===== src/rtl/power_settings.svh =====
`ifndef POWER_SETTINGS_SVH
`define POWER_SETTINGS_SVH

////////////////////////////////////////////////////////////
// Datapath sizing
////////////////////////////////////////////////////////////

// Element width, shared with the Wishbone data bus
`define POWER_DATA_W   32
// Exponent register width
`define POWER_EXP_W    8
// Parallel power engines
`define POWER_LANES    4
// Longest vector the arrays can hold
`define POWER_MAX_SIZE 16

////////////////////////////////////////////////////////////
// Register map in words
////////////////////////////////////////////////////////////

`define POWER_ADR_CTRL   6'd0
`define POWER_ADR_STATUS 6'd1
`define POWER_ADR_SIZE   6'd2
`define POWER_ADR_EXP    6'd3
// Array windows, both 16-word aligned
`define POWER_ADR_OPND   6'd16
`define POWER_ADR_RSLT   6'd32

`endif

===== src/rtl/power_pkg.sv =====
`include "power_settings.svh"

package power_pkg;

  ////////////////////////////////////////////////////////////
  // Element types
  ////////////////////////////////////////////////////////////

  // Operand and result value
  typedef logic [`POWER_DATA_W-1:0] power_data_t;

  // Position of an element in the vector
  typedef logic [$clog2(`POWER_MAX_SIZE)-1:0] power_index_t;

  // Vector length, one wider than the index so a full vector fits
  typedef logic [$clog2(`POWER_MAX_SIZE+1)-1:0] power_size_t;

  ////////////////////////////////////////////////////////////
  // Job and lane types
  ////////////////////////////////////////////////////////////

  // Common exponent for the whole job
  typedef logic [`POWER_EXP_W-1:0] power_exp_t;

  // Lane number for dispatch and arbitration
  typedef logic [$clog2(`POWER_LANES)-1:0] power_lane_t;

endpackage


===== src/rtl/power_regs.sv =====
`include "power_settings.svh"

module power_regs (
  input  logic                    CLK,
  input  logic                    RST,
  // Wishbone classic slave
  input  logic                    wb_cyc,
  input  logic                    wb_stb,
  input  logic                    wb_we,
  input  logic [5:0]              wb_adr,
  input  power_pkg::power_data_t  wb_dat_w,
  output power_pkg::power_data_t  wb_dat_r,
  output logic                    wb_ack,
  output logic                    irq,
  // Job control
  output logic                    job_start,
  output power_pkg::power_size_t  job_size,
  output power_pkg::power_exp_t   job_exp,
  // Operand read port for the dispatcher
  input  power_pkg::power_index_t opnd_index,
  output power_pkg::power_data_t  opnd_data,
  // Result write port for the collector
  input  logic                    rslt_we,
  input  power_pkg::power_index_t rslt_index,
  input  power_pkg::power_data_t  rslt_data,
  input  logic                    job_done
);

  import power_pkg::*;

  logic         wb_req;
  logic         wb_wr;
  logic         is_opnd;
  logic         is_rslt;
  logic         start_req;
  logic         busy;
  logic         done;
  power_index_t win_index;
  power_size_t  size_q;
  power_exp_t   exp_q;
  power_data_t  rd_data;
  power_data_t  opnd_mem [`POWER_MAX_SIZE];
  power_data_t  rslt_mem [`POWER_MAX_SIZE];

  ////////////////////////////////////////////////////////////
  // Bus decode
  ////////////////////////////////////////////////////////////

  // New request, not yet acked
  assign wb_req = wb_cyc && wb_stb && !wb_ack;
  assign wb_wr  = wb_req && wb_we;

  assign is_opnd = (wb_adr >= `POWER_ADR_OPND) &&
                   (wb_adr < `POWER_ADR_OPND + `POWER_MAX_SIZE);
  assign is_rslt = (wb_adr >= `POWER_ADR_RSLT) &&
                   (wb_adr < `POWER_ADR_RSLT + `POWER_MAX_SIZE);

  // Low address bits pick the word inside a window
  assign win_index = power_index_t'(wb_adr[3:0]);

  // Start only honoured when idle
  assign start_req = wb_wr && (wb_adr == `POWER_ADR_CTRL) && wb_dat_w[0] && !busy;

  ////////////////////////////////////////////////////////////
  // Control and status
  ////////////////////////////////////////////////////////////

  always_ff @(posedge CLK or posedge RST) begin
    if (RST) begin
      wb_ack    <= 1'b0;
      job_start <= 1'b0;
      busy      <= 1'b0;
      done      <= 1'b0;
      size_q    <= '0;
      exp_q     <= '0;
    end else begin
      // Single-cycle ack, one clock after the request
      wb_ack    <= wb_req;
      job_start <= start_req;
      if (start_req) begin
        busy <= 1'b1;
        done <= 1'b0;
      end else if (job_done) begin
        busy <= 1'b0;
        done <= 1'b1;
      end
      // Job parameters frozen while busy
      if (wb_wr && !busy && (wb_adr == `POWER_ADR_SIZE)) begin
        if (wb_dat_w > `POWER_MAX_SIZE) begin
          size_q <= power_size_t'(`POWER_MAX_SIZE);
        end else begin
          size_q <= power_size_t'(wb_dat_w);
        end
      end
      if (wb_wr && !busy && (wb_adr == `POWER_ADR_EXP)) begin
        exp_q <= power_exp_t'(wb_dat_w);
      end
    end
  end

  assign job_size = size_q;
  assign job_exp  = exp_q;
  assign irq      = done;

  ////////////////////////////////////////////////////////////
  // Read path
  ////////////////////////////////////////////////////////////

  always_comb begin
    rd_data = '0;
    case (wb_adr)
      `POWER_ADR_STATUS: rd_data = power_data_t'({done, busy});
      `POWER_ADR_SIZE:   rd_data = power_data_t'(size_q);
      `POWER_ADR_EXP:    rd_data = power_data_t'(exp_q);
      default: begin
        if (is_opnd) begin
          rd_data = opnd_mem[win_index];
        end else if (is_rslt) begin
          rd_data = rslt_mem[win_index];
        end
      end
    endcase
  end

  // Data captured with the ack
  always_ff @(posedge CLK) begin
    if (wb_req) begin
      wb_dat_r <= rd_data;
    end
  end

  ////////////////////////////////////////////////////////////
  // Operand and result arrays
  ////////////////////////////////////////////////////////////

  always_ff @(posedge CLK) begin
    if (wb_wr && is_opnd) begin
      opnd_mem[win_index] <= wb_dat_w;
    end
  end

  always_ff @(posedge CLK) begin
    if (rslt_we) begin
      rslt_mem[rslt_index] <= rslt_data;
    end
  end

  // Asynchronous read for the dispatcher
  assign opnd_data = opnd_mem[opnd_index];

  // Host keeps strobe up until it sees the ack
  a_ack_with_stb: assert property (@(posedge CLK) disable iff (RST)
    wb_ack |-> wb_cyc && wb_stb);

  // Collector only finishes a job that was started
  a_done_while_busy: assert property (@(posedge CLK) disable iff (RST)
    job_done |-> busy);

endmodule


===== config.mk =====
export PLATFORM = sky130hd
export DESIGN_NAME = power_regs
export DESIGN_NICKNAME = d
export VERILOG_FILES = /design/src/rtl/power_pkg.sv /design/src/rtl/power_regs.sv
export VERILOG_INCLUDE_DIRS = /design/src /design/src/rtl
export SDC_FILE = /design/constraint.sdc
export NUM_CORES = 1
export LEC_CHECK = 0
export ABC_CLOCK_PERIOD_IN_PS = 5000
export BUFFER_PORTS_ARGS = -buffer_cell sky130_fd_sc_hd__buf_2
export CAP_MARGIN = 15
export CORE_UTILIZATION = 45
export CTS_CLUSTER_DIAMETER = 50
export DETAILED_ROUTE_END_ITERATION = 12
export GPL_TIMING_DRIVEN = 0
export PLACE_DENSITY = 0.72
export SYNTH_ARGS = -nofsm -noshare
export SYNTH_HDL_FRONTEND = slang
export SYNTH_SLANG_ARGS = --single-unit

===== constraint.sdc =====
create_clock -name CLK -period 5 [get_ports CLK]
set_input_delay 1 -clock CLK [delete_from_list [all_inputs] [get_ports CLK]]
set_output_delay 1 -clock CLK [all_outputs]
set_load 0.02 [all_outputs]

# == Word level (Yosys, flattened, before mapping) ==
# Memory sizes are Yosys's and may differ from the RTL's.
# Cells that the tools add are included.
# op_classes
div_mod_pow,0
n_addsub,0
n_eq_ne,3
n_bitwise,0
multipliers,0
n_lt_le_gt_ge,5
reduce_logical,16
n_shift,0
muxes,12
# op_table
operator,count
32-bit case mux with 3 select lines,1
32-bit 2-to-1 mux,2
32-bit by 5-bit greater-than comparator with 1-bit output (second input constant),1
6-bit by 2-bit equality test with 1-bit output (second input constant),2
1-bit logical AND,12
6-bit less-than comparator (second input constant),2
1-bit 2-to-1 mux,8
6-bit by 1-bit equality test with 1-bit output (second input constant),1
6-bit by 5-bit greater-or-equal comparator with 1-bit output (second input constant),1
6-bit greater-or-equal comparator (second input constant),1
6-bit logical NOT,1
5-bit 2-to-1 mux,1
1-bit logical NOT,2
2-bit nonzero test,1
# totals
n_memories,2
mem_bits_ro,0
in_bits,85
regBits,49
latch_bits,0
out_inout_bits,80
elab_cells,45
ram_bits,1024
# memory_table
memory,words,word_bits,rd,rd_clocked_by_memory_dff,write_ports,line_no,text
opnd_mem,16,32,2,0,1,power_regs.sv:42,power_data_t opnd_mem [`POWER_MAX_SIZE];
rslt_mem,16,32,1,0,1,power_regs.sv:43,power_data_t rslt_mem [`POWER_MAX_SIZE];

# == Longest topological paths before layout ==
# depth
depth_word,7
mapped_depth,9
ltp_nobuf,5

# == Least setup slack after synthesis ==
# OpenSTA, ideal clock, no wires.
# synth_timing
path_type,input to register
startpoint,in wb_adr[1]
endpoint,mem opnd_mem[3][0] (netlist bit) (enable)
setup_time_ns,0.461
setup_slack_ns,0.175
arrival_time_ns,4.364
path_buffers,5
cell_stages,7
required_ns,4.539
path_cell_list,buf_2 -> buf_2 -> buf_2 -> buf_2 -> buf_2 -> nand3_1 -> nor3_1
# synth_via
elab_chain_cells,5
elab_cells_between_ends,6
classes_between,2 x order compare; 2 x mux; 2 x reduce/logical
# synth_rtl
element,line_no,text
from (decl),power_regs.sv:10,"input logic [5:0] wb_adr,"
6-bit by 5-bit greater-or-equal comparator with 1-bit output (no source line) or 6-bit less-than comparator (tied branches),-,
1-bit logical AND,power_regs.sv:53,assign is_opnd = (wb_adr >= `POWER_ADR_OPND) &&
1-bit logical AND,power_regs.sv:137,if (wb_wr && is_opnd) begin
1-bit 2-to-1 mux,power_regs.sv:137,
1-bit 2-to-1 mux (implied by the code),power_regs.sv:138,opnd_mem[win_index] <= wb_dat_w;
to (decl),power_regs.sv:42,
# Several ways; a longest one is shown, not always the timed one.

# == Worst setup path after layout ==
# layout_timing
startpoint,in opnd_index[1]
endpoint,out opnd_data[11]
# layout_via
elab_chain_cells,1
# layout_rtl
element,line_no,text
from (decl),power_regs.sv:20,"input power_pkg::power_index_t opnd_index,"
memory read 16 x 32 bit,-,
to (decl),power_regs.sv:21,"output power_pkg::power_data_t opnd_data,"
# No other way between the ends.

==> results.toml <==
[setup_path]
worst_setup_path_start_kind = "input port"
endpoint_kind = "output port"
crit_path_top_delay_cell = "clkbuf_1"
r2r_end = "opnd_mem[15][18]"
crit_type = "input port to output port"
slowest_delay_ns = 0.91
cp_cell_sequence = "clkbuf_1 > clkbuf_1 > mux4_2 > mux4_2 > buf_2"
rrSetupSlack_ns = 2.13
cp.required_ns = 4.00
cp.arrival_ns = 3.92
reg2reg_from = "wb_ack"
reg2reg_depth = 5
crit_path_max_fanout = 10

[global_route]
gr-usage-met1 = 0.322
overflow = 0
antenna_found_initial = 23
gr-usage-met3 = 0.0683
grt_pass1_vias = 24300
grt.met2_usage = 0.413
grt.total_usage = 0.250
grt_first_pass_wirelength_um = 175000
top_usage_layer = "met2"
grt_start_max_net_pins = 26

[placed_design]
dp_slack_ns = 0.183
hpwl_um = 84300
gp_congestion = 0.868
port_buffers = 158

[yosys]
netlist_instances = 1936
syn_avg_cell_area_um2 = 23.1
syn-num-nets = 2021
async_flop_share = 0.0158
ys.flop_type = "edfxtp_1"
syn_area_um2 = 44700
synth-edff-count = 1056
synth-seq-cells = 1073
synth.distinct_cells = 37
yosysWarningCount = 0
yosysSeqAreaShare = 0.719

[cts]
clk_pin_slew_ns = 0.06
cts_resized = 0
cts_tree = "built"
clock_sinks = 1073
clock_path_buffers = 3
cts_setup_buffers = 0
insertion_delay_ns = 0.70
hold_buffers = 0
htree_levels = 3
cts_buffers = 110
cts_root_buf = "clkbuf_16"

[run]
maxCapViolations = 0

[floorplanning]
design.die.area_um2 = 101000
die_h_um = 317
initial_core_util = 0.454
io_pins = 165
row_count = 115
fp.coreArea_um2 = 98400
fp.dieW_um = 317

[layout]
nNetsFinal = 2355
layout-drive-gt1-share = 0.383
area_delta_synth_final_pct = 16.0
fillCellCount = 7459

[routing]
drt-initial-drc-count = 3440
drc_errors = 0
routed-via-count = 23700
wl_per_cell_um = 34.1
routed_wirelength_um = 124000
ant_nets = 0
vias_per_cell = 6.50
first_pass_iters = 5

[worst_hold_path]
hold_class = "input port to async pin"

[timing]
timing.hold.ws_ns = 0.383
finalCriticalPeriod_ns = 4.92
fin_skew_ns = 0.0320
setup_slack_ns = 0.0804
worst_pin_slew_ns = 1.28
fin_tns_setup_ns = 0
clock.fmax_mhz = 203
finalHoldViolations = 0
slew_headroom = 0.147
rsz0062_at_grt = "false"
slew_viol_final = 0
setup_viol = 0
period_share = 0.984

[power_and_ir_drop]
ir_drop_v = 0.000315
power.leakage_uw = 0.0166
power_density_nw_per_um2 = 374

[status]
status = "finished clean"
[layout make-up]
type                            instances  area (µm²)  area share
Sequential cell                      1073       32100       0.620
Clock buffer                          135        2850      0.0549
Clock inverter                         66         653      0.0126
Antenna cell                            4        10.0    0.000193
Multi-Input combinational cell        735       12200       0.235
Timing Repair Buffer                  222        1820      0.0351
Buffer                                125         589      0.0114
Tap cell                             1287        1610      0.0311
Inverter                                3        11.3    0.000217
[power by group]
| group | total (µW) | internal, µW | switching [µW] |
|---|---|---|---|
| Combinational | 1350 | 538 | 810 |
| Sequential | 10000 | 9990 | 36.3 |
| Clock | 8000 | 4570 | 3430 |
[metrics by stage]
stage | utilization | instances | cell area, µm² | total power, µW
after floorplan | - | 1936 | 44700 | 11000
after global placement | 0.478 | 3381 | 47100 | 11500
after detailed placement | 0.491 | 3442 | 48300 | 11600
after CTS | 0.526 | 3643 | 51800 | 19400
after global routing | 0.527 | 3648 | 51800 | 19800
final | 0.527 | 3650 | 51800 | 19400
[placed cells by master, fill, tap and decap left out, drive strengths merged, types with 6 or more instances in the layout]
master	Yosys	routed
a22o	28	28
mux4	427	427
buf	70	292
mux2i	85	85
clkinv	0	48
nor4	7	7
edfxtp	1056	1056
nor2	29	29
a21oi	7	7
dfrtp	17	17
clkbuf	55	190
inv	3	6
a22oi	35	35
mux2	11	11
and3	7	7
a31oi	6	6
nor2b	10	10
nor3	9	9
nand2	17	17
bufinv	0	10
o21ai	9	9
nand3	23	23
[kinds of logic (layout without fill, tap and decap cells)]
family | count (synthesis) | after routing | share of synthesized area
and+or+nand+nor | 120 | 120 | 0.0141
other | 0 | 4 | 0
AOI/OAI and AO/OA | 92 | 92 | 0.0159
buffers and inverters | 128 | 551 | 0.0134
DFF | 1073 | 1073 | 0.719
muxes | 523 | 523 | 0.237
[critical path, delay by kind of cell]
kind,cells,cell delay [ns]
buffers and inverters,3,1.90
muxes,2,1.01
[flip-flops by register name (all words and copies together), names as in the netlist]
signal / count
irq: 1
job_size: 5
opnd_mem: 512
busy: 1
wb_dat_r: 32
rslt_mem: 512
job_start: 1
job_exp: 8
wb_ack: 1
[routing by layer]
layer	wire, µm	up-vias
met1	44500	12700
met5	143	-
met4	4040	24
met3	13800	311
li1	-	9193
met2	61900	1534
[cells in the mapped netlist, types with 8 or more instances]
library cell | count | share of area
buf_4 | 8 | 0.0013
o21ai_0 | 9 | 0.0010
nand2_1 | 17 | 0.0014
mux4_2 | 427 | 0.22
a22o_1 | 28 | 0.0055
edfxtp_1 | 1056 | 0.71
clkbuf_1 | 55 | 0.0046
nor3_1 | 9 | 0.0010
buf_1 | 15 | 0.0013
buf_2 | 42 | 0.0047
dfrtp_1 | 17 | 0.0095
a22oi_1 | 35 | 0.0059
nor2b_1 | 10 | 0.0014
nor2_1 | 29 | 0.0024
nand3_1 | 23 | 0.0026
mux2_2 | 11 | 0.0028
mux2i_1 | 85 | 0.019
[worst max-delay path by stage]
stage | start | endpoint
finish | opnd_index[1] | opnd_data[11]
global route | opnd_index[1] | opnd_data[11]
detailed placement | opnd_index[1] | opnd_data[17]
global placement | wb_adr[1] | opnd_mem[3][22]
floorplan | wb_adr[1] | opnd_mem[3][0]
CTS | opnd_index[1] | opnd_data[17]
No activity file was read; power rests on OpenSTA's default activity.
